`config.mk`:
```
export PLATFORM = sky130hd
export DESIGN_NAME = search_dispatch
export DESIGN_NICKNAME = d
export VERILOG_FILES = /design/src/logic/forth_dict_pkg.sv /design/src/logic/search_dispatch.sv
export SDC_FILE = /design/constraint.sdc
export NUM_CORES = 1
export LEC_CHECK = 0
export BUFFER_PORTS_ARGS = -buffer_cell sky130_fd_sc_hd__buf_2
export CORE_MARGIN = 8
export CORE_UTILIZATION = 50
export DETAILED_ROUTE_END_ITERATION = 8
export GPL_TIMING_DRIVEN = 1
export HOLD_SLACK_MARGIN = 0.08
export PLACE_DENSITY = 0.67
export SLEW_MARGIN = 10
export SYNTH_ARGS = -nofsm -noshare
export SYNTH_HDL_FRONTEND = slang
export SYNTH_SLANG_ARGS = --single-unit
```
`constraint.sdc`:
```
create_clock -name clk -period 2.92 [get_ports clk]
set_input_delay 0.292 -clock clk [delete_from_list [all_inputs] [get_ports clk]]
set_output_delay 0.292 -clock clk [all_outputs]
set_load 0.05 [all_outputs]
```
`src/logic/forth_dict_pkg.sv`:
```
/* widths, lane count and host op codes for the dictionary search engine,
   plus the count-byte union shared by the search lanes */
`default_nettype none

package forth_dict_pkg;

    localparam int DSZ   = 8;               // byte width
    localparam int ASZ   = 12;              // 4k bytes per lane
    localparam int LANES = 2;               // lane 0 searched first
    localparam int LSZ   = $clog2(LANES);   // lane select width
    localparam int TSZ   = 32;              // count byte + 31 chars
    localparam int TIW   = $clog2(TSZ);     // tib index width
    localparam int LKW   = 16;              // link field width
    localparam int OPW   = 3;               // host op width

    localparam logic [LKW-1:0] LINK_NIL = 16'hffff;  // end of chain

    localparam logic [OPW-1:0] OP_NOP  = 3'd0;
    localparam logic [OPW-1:0] OP_RD   = 3'd1;   // lane byte read
    localparam logic [OPW-1:0] OP_WR   = 3'd2;   // lane byte write
    localparam logic [OPW-1:0] OP_TIB  = 3'd3;   // tib byte at addr index
    localparam logic [OPW-1:0] OP_CTX  = 3'd4;   // lane context from addr
    localparam logic [OPW-1:0] OP_FIND = 3'd5;   // search all lanes

    // count byte of an entry, seen raw or split into its flag fields
    typedef union packed {
        logic [DSZ-1:0] raw;
        struct packed {
            logic           imm;      // immediate word
            logic           smudge;   // hidden, skip on find
            logic           spare;
            logic [TIW-1:0] len;      // name length
        } f;
    } name_hdr_u;

endpackage

`default_nettype wire

```
`src/logic/search_dispatch.sv`:
```
/* host op decoder with the shared tib and the per-lane context registers,
   routes byte traffic to the lanes and launches finds */
`timescale 1ns/1ps
`default_nettype none

module search_dispatch
    import forth_dict_pkg::*;
(
    input  wire                  clk,
    input  wire                  rst,
    input  wire [OPW-1:0]        op,        // one-cycle command strobe
    input  wire [LSZ-1:0]        lane,      // target lane for rd/wr/ctx
    input  wire [ASZ-1:0]        addr,
    input  wire [DSZ-1:0]        data,
    input  wire [LANES*TIW-1:0]  tib_idx,   // per-lane tib index
    input  wire                  done,      // find finished, from resolver
    output logic [LANES-1:0]     wr,
    output logic [ASZ-1:0]       waddr,
    output logic [DSZ-1:0]       wdata,
    output logic [LANES-1:0]     start,
    output logic [LANES*LKW-1:0] ctx,
    output logic [LANES*DSZ-1:0] tib_byte,
    output logic                 find,
    output logic                 rd,
    output logic [LSZ-1:0]       rd_lane
);

    logic [DSZ-1:0] tib [TSZ];       // counted string being searched
    logic [LKW-1:0] ctx_r [LANES];   // newest entry per lane
    logic           act;             // find outstanding
    logic           is_rd;
    logic           is_wr;
    logic           is_tib;
    logic           is_ctx;
    logic           is_find;

    always_comb begin
        is_rd   = 1'b0;
        is_wr   = 1'b0;
        is_tib  = 1'b0;
        is_ctx  = 1'b0;
        is_find = 1'b0;
        case (op)
        OP_NOP:  ;
        OP_RD:   is_rd   = !act;    // everything dropped during a find
        OP_WR:   is_wr   = !act;
        OP_TIB:  is_tib  = !act;
        OP_CTX:  is_ctx  = !act;
        OP_FIND: is_find = !act;
        default: ;
        endcase
    end

    assign waddr   = addr;           // same address to every lane
    assign wdata   = data;
    assign find    = is_find;
    assign rd      = is_rd;
    assign rd_lane = lane;

    always_comb begin
        for (int i = 0; i < LANES; i++) begin
            wr[i]                 = is_wr && (lane == LSZ'(i));
            start[i]              = is_find;          // all lanes together
            ctx[i*LKW +: LKW]     = ctx_r[i];
            tib_byte[i*DSZ +: DSZ] = tib[tib_idx[i*TIW +: TIW]];  // async lookup
        end
    end

    always_ff @(posedge clk) begin
        if (rst) begin
            act <= 1'b0;
            for (int i = 0; i < LANES; i++) begin
                ctx_r[i] <= LINK_NIL;   // empty wordlists
            end
            for (int t = 0; t < TSZ; t++) begin
                tib[t] <= '0;
            end
        end else begin
            if (is_find) begin
                act <= 1'b1;
            end else if (done) begin
                act <= 1'b0;
            end
            if (is_ctx) begin
                ctx_r[lane] <= LKW'(addr);  // zero-extended entry address
            end
            if (is_tib) begin
                tib[addr[TIW-1:0]] <= data;
            end
        end
    end

endmodule

`default_nettype wire

```
==> metrics.txt <==
RSZ-0062 raised after global routing false; leakage 6.46 nW; Max stage delay on crit path 0.54 ns; crit-path cells mux4_2, mux4_2, mux2_2, buf_2; flop2flop setup slack 0.29 ns; met2 global-route usage 0.355; most used cell, CP mux4_2; maximum vdd ir drop 0.000387 V; slowest cell on the critical path mux4_2; post-cts gate resize count 0; Post-layout nets 1088; share of the clock period used by the worst path 0.967; Period minus WS final 2.82 ns; Cells after Synth 945; Data required, critical path 2.63 ns; Seq cells post-synth 283; Max Cap Viol 0; NetSw 2.63 mW; Worst-path clk slew 0.06 ns; CP Launch Point tib[14][1]; Routed Antenna Nets 0; TritonCTS Sinks 283; met1 usage 0.343; Reg-to-Reg Start act; starting density of the core 0.504; worst skew pair latency 0.52 ns; Routed WL per cell 28.9 um; GRT overflow 0; Die ar. 36600 sq um; clock skew 0.0123 ns; Clk network pwr share 0.388; clock buffer depth 3; antenna fix cells 0; cts bufs inserted 34; H-tree depth 2; Synth Net Count 982; via/cell ratio 6.20; Post-Route WL 42500 um; pwr/cell area 575 nW/um^2; Chip Width 191 um; Root Driver clkbuf_16; sequential power share 0.470; CTS tree built; worst min-delay path class in -> reg; count of pins over their slew limit 0; Post-Layout Cell Count 1471; Vias 9118; crit path DAT 2.53 ns; final core occ 0.576; area added between synthesis and finish 14.1%; max frequency 354 MHz; Synth Cell Area 15300 sq um; first-pass GRT wire length 62800 um; sequential area share after synthesis 0.552; Port Buffers 111; Core Region 30400 sq um; IO Count 112; Int Pwr 7.44 mW; share of cells above drive strength 1 0.407; First-pass DRT Iterations 5; Yosys warning count 0; HPWL Detailed 29600 um; min-delay src addr[6]; GR Util met3 0.0560; Avg Synthesized Cell Area 16.2 sq um; Iter 0 DRT Violations 947; initial antenna violation count 1; die height 191 um; routability cong. 0.867; status finished, final reports clean; combinational power share 0.142; GRT busiest layer met2; Setup Crit Path Kind reg -> out; TNS Setup 0 ns; Setup crit end kind output port; Net Sw Frac 0.261; commonest non-fill, non-tap cell in the layout edfxtp_1; drt drc 0; vias in the first global route 9323; Max FO, Critical Path 2; Row Count 64; gr usage total 0.236; commonest non-fill, non-tap cells in the layout edfxtp_1 (280), and2_1 (257), mux4_2 (157); largest net degree at the start of global routing 49; Yosys cell types 30; worst-margin pin slew 1.05 ns; final hold vios 0; Startpoint Class flip-flop; Worst slew margin 0.291; Setup violations, final 0; placed cells 1404
[metal layers]
metal	vias up	wire length, um
li1	3880	-
met1	4734	17700
met2	449	19800
met3	53	4190
met4	2	831
met5	-	11
[path summary, 6_finish.rpt]
check            endpoint  cells past startpoint
min           ctx_r[1][6]                      2
max           tib_byte[1]                      4
min reg2reg  ctx_r[0][14]                      2
max reg2reg    tib[31][3]                      4
[through the flow]
step	hold slack, ns	instance area (sq um)	setup slack, ns	total power, mW
after floorplan	0.431	15300	0.514	5.78
after global placement	0.487	16400	0.201	6.22
after detailed placement	0.505	16400	0.155	6.24
after CTS	0.0887	17500	0.0794	10.1
after global routing	0.104	17500	0.0430	10.4
final	0.113	17500	0.0973	10.1
[synth_stat cells]
cell / n / area share
mux2_2: 16 / 0.012
and4b_1: 1 / 0.00065
or4_1: 1 / 0.00049
nor4_1: 16 / 0.0065
buf_6: 2 / 0.0015
buf_1: 21 / 0.0051
and3_1: 1 / 0.00041
a21o_1: 24 / 0.012
dfxtp_1: 3 / 0.0039
or2_1: 6 / 0.0024
and3b_1: 1 / 0.00057
inv_1: 2 / 0.00049
nor3b_1: 1 / 0.00049
nor4_2: 16 / 0.013
and2_1: 257 / 0.10
nor4b_1: 1 / 0.00057
nor4bb_1: 1 / 0.00065
nand4bb_1: 4 / 0.0029
buf_2: 4 / 0.0013
mux4_1: 3 / 0.0051
mux4_2: 157 / 0.23
nor2b_1: 1 / 0.00041
clkbuf_1: 45 / 0.011
a21oi_1: 1 / 0.00033
nor2_1: 7 / 0.0017
or4b_1: 3 / 0.0020
nand4b_1: 1 / 0.00057
buf_4: 41 / 0.020
or2_2: 28 / 0.011
edfxtp_1: 280 / 0.55
[cell type report]
class,instances,area (sq um)
Fill cell,2358,12900
Sequential cell,283,8470
Multi-Input combinational cell,547,6290
Timing Repair Buffer,183,1240
Clock buffer,41,898
Tap cell,396,495
Clock inverter,19,113
Inverter,2,7.51
[logic make-up after synthesis]
logic type	after synthesis	synth area share
DFF	283	0.552
muxes	176	0.247
AOI/OAI and AO/OA	25	0.0121
buffers and inverters	115	0.0395
and+or+nand+nor	346	0.150
[sequential cells by signal, summed over array words and instances, names as in the netlist]
register,flops
tib,256
ctx_r,26
act,1
[worst max-delay path, delay by kind of cell, from the launching register on]
| family | cells | cell delay, ns |
|---|---|---|
| buffers and inverters | 1 | 0.22 |
| DFF | 1 | 0.40 |
| muxes | 3 | 1.40 |
[what timing repair did]
item	4_1_cts	5_1_grt
hold buffers	7	0
hold endpoints to repair	12	0
buffers inserted	0	0
[power groups by stage]
stage | registers, mW | clock network [mW] | logic (mW)
final | 4.74 | 3.91 | 1.43
after global routing | 4.75 | 4.11 | 1.49
after CTS | 4.73 | 3.95 | 1.43
after detailed placement | 4.82 | 0 | 1.42
after global placement | 4.81 | 0 | 1.41
after floorplan | 4.87 | 0 | 0.909
Note: power is estimated with default switching activity, not from simulation.
