--- src/logic/forth_dict_pkg.sv ---
/* widths, lane count and host op codes for the dictionary search engine,
   plus the count-byte union shared by the search lanes */
`default_nettype none

package forth_dict_pkg;

    localparam int DSZ   = 8;               // byte width
    localparam int ASZ   = 12;              // 4k bytes per lane
    localparam int LANES = 2;               // lane 0 searched first
    localparam int LSZ   = $clog2(LANES);   // lane select width
    localparam int TSZ   = 32;              // count byte + 31 chars
    localparam int TIW   = $clog2(TSZ);     // tib index width
    localparam int LKW   = 16;              // link field width
    localparam int OPW   = 3;               // host op width

    localparam logic [LKW-1:0] LINK_NIL = 16'hffff;  // end of chain

    localparam logic [OPW-1:0] OP_NOP  = 3'd0;
    localparam logic [OPW-1:0] OP_RD   = 3'd1;   // lane byte read
    localparam logic [OPW-1:0] OP_WR   = 3'd2;   // lane byte write
    localparam logic [OPW-1:0] OP_TIB  = 3'd3;   // tib byte at addr index
    localparam logic [OPW-1:0] OP_CTX  = 3'd4;   // lane context from addr
    localparam logic [OPW-1:0] OP_FIND = 3'd5;   // search all lanes

    // count byte of an entry, seen raw or split into its flag fields
    typedef union packed {
        logic [DSZ-1:0] raw;
        struct packed {
            logic           imm;      // immediate word
            logic           smudge;   // hidden, skip on find
            logic           spare;
            logic [TIW-1:0] len;      // name length
        } f;
    } name_hdr_u;

endpackage

`default_nettype wire

--- src/logic/search_resolve.sv ---
/* waits for every lane to finish, picks the earliest hit in search order
   and registers the read byte of the addressed lane */
`timescale 1ns/1ps
`default_nettype none

module search_resolve
    import forth_dict_pkg::*;
(
    input  wire                  clk,
    input  wire                  rst,
    input  wire                  find,
    input  wire                  rd,
    input  wire [LSZ-1:0]        rd_lane,
    input  wire [LANES-1:0]      lane_busy,
    input  wire [LANES-1:0]      lane_hit,
    input  wire [LANES-1:0]      lane_imm,
    input  wire [LANES*ASZ-1:0]  lane_pfa,
    input  wire [LANES*DSZ-1:0]  lane_rd_data,
    output logic                 busy,
    output logic                 done,
    output logic                 hit,
    output logic                 imm,
    output logic [ASZ-1:0]       pfa,
    output logic [LSZ-1:0]       found_lane,
    output logic [DSZ-1:0]       rdata
);

    logic           pending;     // find in flight
    logic           rd_q;        // RAM byte arrives this cycle
    logic [LSZ-1:0] rd_lane_q;
    logic [LSZ-1:0] sel;         // lowest lane with a hit
    logic           sel_hit;

    always_comb begin
        sel     = '0;
        sel_hit = 1'b0;
        for (int i = LANES - 1; i >= 0; i--) begin
            if (lane_hit[i]) begin
                sel     = LSZ'(i);   // lower lane overrides
                sel_hit = 1'b1;
            end
        end
    end

    assign busy = pending;

    always_ff @(posedge clk) begin
        if (rst) begin
            pending <= 1'b0;
            done    <= 1'b0;
            hit     <= 1'b0;
            rd_q    <= 1'b0;
        end else begin
            done <= 1'b0;
            rd_q <= rd;
            if (find) begin
                pending <= 1'b1;     // lanes are busy from next cycle
            end else if (pending && !(|lane_busy)) begin
                pending    <= 1'b0;
                done       <= 1'b1;
                hit        <= sel_hit;
                imm        <= lane_imm[sel];
                pfa        <= lane_pfa[sel*ASZ +: ASZ];
                found_lane <= sel;
            end
        end
    end

    always_ff @(posedge clk) begin
        rd_lane_q <= rd_lane;
        if (rd_q) begin
            rdata <= lane_rd_data[rd_lane_q*DSZ +: DSZ];  // hold until next read
        end
    end

endmodule

`default_nettype wire

--- config.mk ---
export PLATFORM = sky130hd
export DESIGN_NAME = search_resolve
export DESIGN_NICKNAME = d
export VERILOG_FILES = /design/src/logic/forth_dict_pkg.sv /design/src/logic/search_resolve.sv
export SDC_FILE = /design/constraint.sdc
export NUM_CORES = 1
export LEC_CHECK = 0
export BUFFER_PORTS_ARGS = -buffer_cell sky130_fd_sc_hd__buf_2
export CAP_MARGIN = 10
export CORE_MARGIN = 3
export CORE_UTILIZATION = 30
export DETAILED_ROUTE_END_ITERATION = 12
export GPL_TIMING_DRIVEN = 0
export PLACE_DENSITY = 0.64
export SYNTH_ARGS = -nofsm -noshare
export SYNTH_HDL_FRONTEND = slang
export SYNTH_SLANG_ARGS = --single-unit
--- constraint.sdc ---
create_clock -name clk -period 4.75 [get_ports clk]
set_input_delay 0.475 -clock clk [delete_from_list [all_inputs] [get_ports clk]]
set_output_delay 0.475 -clock clk [all_outputs]
set_load 0.02 [all_outputs]
==> results of run 1 <==
worst max path at each step:
stage / startpoint / cells past startpoint / slack [ns] / to
2_1_floorplan: find / 2 / 2.71 / found_lane
3_3_place_gp: find / 3 / 2.36 / found_lane
3_5_place_dp: find / 3 / 2.32 / found_lane
4_1_cts: busy / 2 / 2.63 / found_lane
5_1_grt: busy / 2 / 2.50 / pfa[6]
6_report: busy / 2 / 2.67 / pfa[7]
per-layer routing:
layer | vias to the layer above | routed length [µm]
met5 | - | 0
met4 | 0 | 13
met3 | 2 | 203
met2 | 36 | 1250
met1 | 371 | 796
li1 | 391 | -
sequential cells by signal, indices dropped and copies added, names as in the netlist:
name        count
rd_lane_q       1
done            1
pfa            12
rdata           8
found_lane      1
hit             1
imm             1
rd_q            1
busy            1
cells in the final DEF, fill, tap and decap left out, drive strengths merged:
cell type and count:
clkbuf 4, buf 77, mux2 21, a21oi 1, nor2 2, o21ai 1, nand2b 2, o21bai 1
nor2b 1, inv 2, dfxtp 5, edfxtp 22, mux2i 1, or4b 1
kinds of logic after synthesis:
logic type / Yosys count / share of synthesized area, %
muxes: 22 / 22.6
AOI/OAI and AO/OA: 3 / 1.61
buffers and inverters: 4 / 1.61
and+or+nand+nor: 6 / 4.36
DFF: 27 / 69.8
area by class of cell:
type,instances,area (µm²)
fillers,342,1870
flip-flops and latches,27,761
repair buffers,75,375
multi-input cells,31,312
well taps,46,57.6
clock buffers,4,26.3
plain buffers,2,10.0
inverters,2,7.51
per-stage QoR:
stage / setup WS (ns) / util (%) / hold slack, ns
floorplan: 2.71 / - / 0.503
global placement: 2.36 / 44.6 / 0.460
detailed placement: 2.32 / 44.6 / 0.512
CTS: 2.63 / 45.3 / 0.243
global route: 2.50 / 45.3 / 0.229
finish: 2.67 / 45.3 / 0.251
worst reg2reg max path, delay by kind of cell, from the launching register on:
| kind | cells | cell delay [ns] |
|---|---|---|
| AND/OR/NAND/NOR | 2 | 1.34 |
| flip-flops | 1 | 0.37 |
power by group through the flow:
stage	Combinational (mW)	Sequential [mW]	Clock [mW]
after detailed placement	0.0525	0.272	0
final	0.0518	0.266	0.0964
after global placement	0.0505	0.272	0
after CTS	0.0528	0.267	0.0998
after floorplan	0.0177	0.278	0
after global routing	0.0579	0.267	0.113
==> reports/results.txt, run 1 <==
FF-to-FF path depth = 2
Synth top area share = 60.6%
Global Route met2 Usage = 20.7%
GP Congestion = 0.684
Hold Vio Cnt, Final = 0
Die Height = 66.3 µm
DIE AREA = 4390 µm²
CTS max path bufs = 2
Layout cell share with drive strength beyond 1 = 58.9%
Most common library cells after synthesis = 22 x edfxtp_1, 21 x mux2_1, 5 x dfxtp_1
RSZ-0062 raised after global routing = false
Grt peak-use layer = met2
Most common cell in the netlist = edfxtp_1
Post-synth top flop = edfxtp_1
Clk_lat worst skew = 0.31 ns
Cell accounting for the most synthesized area = edfxtp_1
Clock-pin slew on the worst setup and hold paths = 0.14 ns
P_leak = 0.695 nW
Cell Count, Final, Fillers Out = 187
Via count = 800
WL/cell = 12.1 µm
Setup Skew = 0.00157 ns
Async S/R FF share, synth = 0%
Critical Path AT = 2.03 ns
Max Slew Vio Count = 0
Clk pwr share = 23.2%
Cells after Synth = 62
Int Power = 0.326 mW
P_sw = 0.0889 mW
Ys Warns = 0
Tot Pwr = 0.415 mW
Critical path, cell by cell = or4b_4 > nor2_1
Number of synthesized register bits = 27
R2r endpoint = pfa[7]
Design Area, Final = 1550 µm²
CTS tree = built
Largest net degree at the start of global routing = 15
CP peak stage delay = 0.85 ns
HP Class = in -> reg
Critical Path Start Type = flip-flop
Final wirelength = 2260 µm
Post-synth EDFFs = 22
MaxCap Viol Count = 0
# port buffers = 75
Post-Syn Nets = 113
Final TNS setup = 0 ns
Vias in the first global route = 843
CP Class = reg -> reg
Placed cells = 183
Mapped Area = 1090 µm²
Slew @ Worst Pin = 1.11 ns
Top delay family on crit path = simple AND/OR/NAND/NOR gates
Yosys cell types = 15
Buffers & Inverters on Critical Path = 0
Max H-tree Level = 1
CP Data Required Time = 4.70 ns
Cell area power density = 268 nW/µm²
Syn Area/Cell = 17.6 µm²
Initial antenna violation count = 0
Area grow syn2layout = 42.1%
Remaining DRCs = 0
DP Wirelength = 1930 µm
VDD IR max = 0.000134 V
Tightest slew margin relative to the limit = 25.9%
Core Box Area = 3420 µm²
Setup bufs post-CTS = 0
Row count = 21
Hold Startpoint = rd_lane
Minimum clock period = 2.08 ns
CP Capture Type = flip-flop
WHS Path Cells = 1
Synth area leaders = edfxtp_1 61%, mux2_1 22%, dfxtp_1 9.2%
Fmax achieved = 481 MHz
GR Overflow Total = 0
Hold_buf cts = 0
GRT Total Usage = 11.2%
Net Sw Frac = 21.4%
IO Pins = 76
Post-DRT Antenna Nets = 0
Initial core utilization = 31.9%
Die X = 66.3 µm
Setup Viol. Count Final = 0
M1 GR Usage = 11.7%
Register area share after synthesis = 69.8%
Global routing usage on met3 = 3.57%
Placed inst area = 1520 µm²
Comb power frac = 12.5%
Sequential share of power = 64.3%
Worst reg2reg setup slack = 2.67 ns
Clock Sinks = 27
Min-Delay Endpoint = rd_lane_q
FF-to-FF Start = busy
Slowest CP cell = nor2_1
Final period util = 43.7%
Status = finished, final reports clean
Final net count = 193
Post-CTS Resized = 0
Pre-Repair DR Iteration Count = 2
First-pass GRT wire length = 3640 µm
Routed vias/inst = 4.28
Crit-path max FO = 14
Clk Tree Root Cell = clkbuf_4
Ant. Diodes = 0
Inserted Clock Buffers = 3
DRT iter0 DRCs = 44
Power figures use the tool's default switching activity.
==> run 2: changes to the inputs <==
Settings changed: PLACE_DENSITY 0.64 to 0.66.
Clock period 4.75 ns to 1.9 ns, I/O delays scaled along.
==> reports/results.txt, run 2 (same netlist as run 1, synthesis figures left out) <==
Row count = 21
Inserted Clock Buffers = 3
Max H-tree Level = 1
Placed inst area = 1530 µm²
R2r endpoint = pfa[6]
MaxCap Viol Count = 0
Biggest regs = pfa x12, rdata x8
Clk_lat worst skew = 0.31 ns
IO Pins = 76
Final period util = 91.9%
Setup WS post-layout = 0.155 ns
Worst Setup SP = busy
Status = finished, final reports clean
WL/cell = 11.9 µm
Commonest non-fill, non-tap cell in the layout = buf_2
Critical Path AT = 1.70 ns
RSZ-0062 raised after global routing = false
Final net count = 194
Remaining DRCs = 0
Core Box Area = 3420 µm²
CP Class = reg -> reg
Initial antenna violation count = 0
DIE AREA = 4390 µm²
GP Congestion = 0.693
VDD IR max = 0.000300 V
Clock-pin slew on the worst setup and hold paths = 0.13 ns
Die Height = 66.3 µm
Biggest register = pfa
First-pass GRT wire length = 3510 µm
Cell area power density = 660 nW/µm²
P_leak = 0.699 nW
Slew @ Worst Pin = 0.671 ns
Largest net degree at the start of global routing = 15
Placed cells = 183
CTS tree = built
Setup Skew = 0.00270 ns
Initial core utilization = 31.9%
Cell Count, Final, Fillers Out = 188
Area grow syn2layout = 43.3%
Clock Sinks = 27
Post-DRT Antenna Nets = 0
Layout cell share with drive strength beyond 1 = 59.2%
Most frequent cells in the layout = 77 x buf_2, 22 x edfxtp_1, 21 x mux2_1
Fmax achieved = 573 MHz
HP Class = in -> reg
Design Area, Final = 1560 µm²
CP Capture Type = flip-flop
CP Data Required Time = 1.86 ns
CTS max path bufs = 2
# port buffers = 75
Final wirelength = 2230 µm
Vias in the first global route = 855
Via count = 798
Crit-path max FO = 14
Die X = 66.3 µm
Tightest slew margin relative to the limit = 55.2%
FF-to-FF path depth = 2
Ant. Diodes = 0
Crit path capture = pfa[6]
Post-place setup slack = 0.0714 ns
GR Overflow Total = 0
GRT Total Usage = 10.6%
Minimum clock period = 1.75 ns
Pre-Repair DR Iteration Count = 3
Max Slew Vio Count = 0
Hold Vio Cnt, Final = 0
DP Wirelength = 1860 µm
Final TNS setup = 0 ns
DRT iter0 DRCs = 14
Tot Pwr = 1.03 mW
Routed vias/inst = 4.24
Worst reg2reg setup slack = 0.15 ns
Setup Viol. Count Final = 0
Clk Tree Root Cell = clkbuf_4
Critical Path Start Type = flip-flop
FF-to-FF Start = busy
Max reg flops = 12
==> run 2: through the flow <==
stage	hold WS [ns]	util (%)
3_5_place_dp	0.297	44.7
6_report	0.0891	45.7
4_1_cts	0.0689	45.7
3_3_place_gp	0.295	44.7
2_1_floorplan	0.218	-
5_1_grt	0.0882	45.7
==> run 2: metal layers <==
| layer | up-vias | track usage (%) | routed length, µm |
|---|---|---|---|
| li1 | 390 | - | - |
| met3 | 4 | 2.21 | 180 |
| met1 | 364 | 10.9 | 830 |
| met4 | 0 | 6.85 | 49 |
| met2 | 40 | 19.1 | 1170 |
| met5 | - | 0 | 0 |
==> run 2: critical path, stage by stage (launching register included) <==
cell and delay, ns:
dfxtp_1 0.36, or4b_4 0.49, nor2_2 0.54
==> run 2: repair_timing <==
action	in CTS	in global routing
gates resized for setup	0	0
hold endpoints to repair	1	0
setup buffers	0	0
hold buffers	1	0
==> run 2: how the worst min path moves through the flow <==
stage,startpoint,depth (start not counted),to,slack (ns)
6_report,rd,2,rd_q,0.09
5_1_grt,rst,2,busy,0.09
4_1_cts,rd,2,rd_q,0.07
3_5_place_dp,rd_lane,1,rd_lane_q,0.30
3_3_place_gp,rd_lane,1,rd_lane_q,0.29
2_1_floorplan,rd_lane,0,rd_lane_q,0.22
==> run 2: power by group <==
group          leakage (nW)  switching, mW  total (mW)  internal (mW)
Combinational         0.441         0.0563       0.131         0.0744
Clock                0.0150          0.152       0.234         0.0818
Sequential            0.243        0.00683       0.666          0.659
Total                 0.699          0.215        1.03          0.815
==> run 2: cell type report <==
type | count | area, µm²
inverter | 2 | 7.51
buffer | 2 | 10.0
sequential | 27 | 761
fill | 321 | 1850
tap | 46 | 57.6
timing repair buffer | 76 | 385
clock buffer | 4 | 26.3
multi-input combinational | 31 | 314
==> run 3: changes to the inputs <==
Settings changed: PLACE_DENSITY 0.66 to unset, PLACE_DENSITY_LB_ADDON set to 0.25.
==> reports/results.txt, run 3 (same netlist as run 1, synthesis figures left out) <==
Remaining DRCs = 0
Setup Viol. Count Final = 0
Fmax achieved = 569 MHz
RSZ-0062 raised after global routing = false
CP peak stage delay = 0.55 ns
Minimum clock period = 1.76 ns
CP Class = reg -> reg
WL/cell = 11.5 µm
Tightest slew margin relative to the limit = 54.0%
Die X = 66.3 µm
Crit-path max FO = 14
Core Box Area = 3420 µm²
GR Overflow Total = 0
Biggest register = pfa
Cell Count, Final, Fillers Out = 188
Setup Skew = 0.00241 ns
First-pass GRT wire length = 3550 µm
MaxCap Viol Count = 0
Setup bufs post-CTS = 0
Routed vias/inst = 4.27
# port buffers = 75
Util after Layout = 45.7%
Clock Sinks = 27
VDD IR max = 0.000342 V
Slowest CP cell = nor2_2
Max H-tree Level = 1
Slew @ Worst Pin = 0.689 ns
Via count = 803
HP Class = in -> reg
Post-DRT Antenna Nets = 0
Clock-pin slew on the worst setup and hold paths = 0.14 ns
Max Slew Vio Count = 0
WL met1 = 828 µm
Commonest non-fill, non-tap cell in the layout = buf_2
Area grow syn2layout = 43.3%
Biggest regs = pfa x12, rdata x8
Pre-Repair DR Iteration Count = 3
Row count = 21
Met3 Wirelength = 211 µm
Vias in the first global route = 834
Initial antenna violation count = 0
Critical Path Start Type = flip-flop
Final net count = 194
DRT iter0 DRCs = 18
DP Wirelength = 1790 µm
Critical Path AT = 1.72 ns
Layout cell share with drive strength beyond 1 = 59.2%
Placed cells = 183
IO Pins = 76
Max reg flops = 12
P_leak = 0.699 nW
Clk_lat worst skew = 0.31 ns
GP Congestion = 0.679
GRT Total Usage = 10.5%
Length of routed met2 wiring = 1110 µm
DR top layer = met4
Worst reg2reg setup slack = 0.14 ns
CP Capture Type = flip-flop
Die Height = 66.3 µm
Inserted Clock Buffers = 3
Cell area power density = 662 nW/µm²
Largest net degree at the start of global routing = 15
CTS max path bufs = 2
CTS tree = built
Most frequent cells in the layout = 77 x buf_2, 22 x edfxtp_1, 21 x mux2_1
Hold Vio Cnt, Final = 0
Initial core utilization = 31.9%
CP Data Required Time = 1.86 ns
Ant. Diodes = 0
Final period util = 92.5%
Clk Tree Root Cell = clkbuf_4
Final TNS setup = 0 ns
Critical path, cell by cell = or4b_4 > nor2_2
DIE AREA = 4390 µm²
Status = finished, final reports clean
Final wirelength = 2170 µm
[run 3: cell counts in the layout (fill, tap and decap cells not counted)]
Identical to the previous run, type by type.
[run 3: final cells by class]
| class | instances | area (µm²) |
|---|---|---|
| Fill cell | 348 | 1850 |
| Sequential cell | 27 | 761 |
| Timing Repair Buffer | 76 | 385 |
| Multi-Input combinational cell | 31 | 314 |
| Tap cell | 46 | 57.6 |
| Clock buffer | 4 | 26.3 |
| Buffer | 2 | 10.0 |
| Inverter | 2 | 7.51 |
[run 3: critical path: cells and delay by family (launching register included)]
kind	cells	cell delay, ns
flops	1	0.37
simple gates	2	1.04
[run 3: per-stage QoR]
step / hold slack, ns / area, µm² / power [mW] / worst slack, ns
2_1_floorplan: 0.218 / 1090 / 0.740 / 0.169
3_3_place_gp: 0.296 / 1530 / 0.806 / 0.0907
3_5_place_dp: 0.296 / 1530 / 0.811 / 0.0797
4_1_cts: 0.0873 / 1560 / 1.05 / 0.106
5_1_grt: 0.100 / 1560 / 1.09 / 0.0200
6_report: 0.0950 / 1560 / 1.03 / 0.142
[run 3: report_power, final]
part           leakage, nW  total, mW  internal [mW]  switching, mW
logic                0.441      0.130         0.0743         0.0559
clock network       0.0150      0.237         0.0818          0.155
registers            0.243      0.666          0.659        0.00689
total                0.699       1.03          0.815          0.218
[run 3: path summary, 6_finish.rpt]
| check | from | endpoint | cells after the start |
|---|---|---|---|
| setup reg to reg | busy | pfa[10] | 2 |
| hold reg to reg | hit | hit | 2 |
| hold / removal | rst | busy | 2 |
| setup / recovery | busy | pfa[10] | 2 |
[run 3: per-layer routing]
layer  track usage [%]  vias to the layer above
met5                 0                        -
met4              3.05                        0
met3              2.55                        2
met2              18.7                       35
met1              12.3                      373
li1                  -                      393
[run 3: what timing repair did]
action / in CTS / in global routing
resized for setup: 0 / 0
hold buffers: 1 / 0
endpoints found under the hold margin: 1 / 0
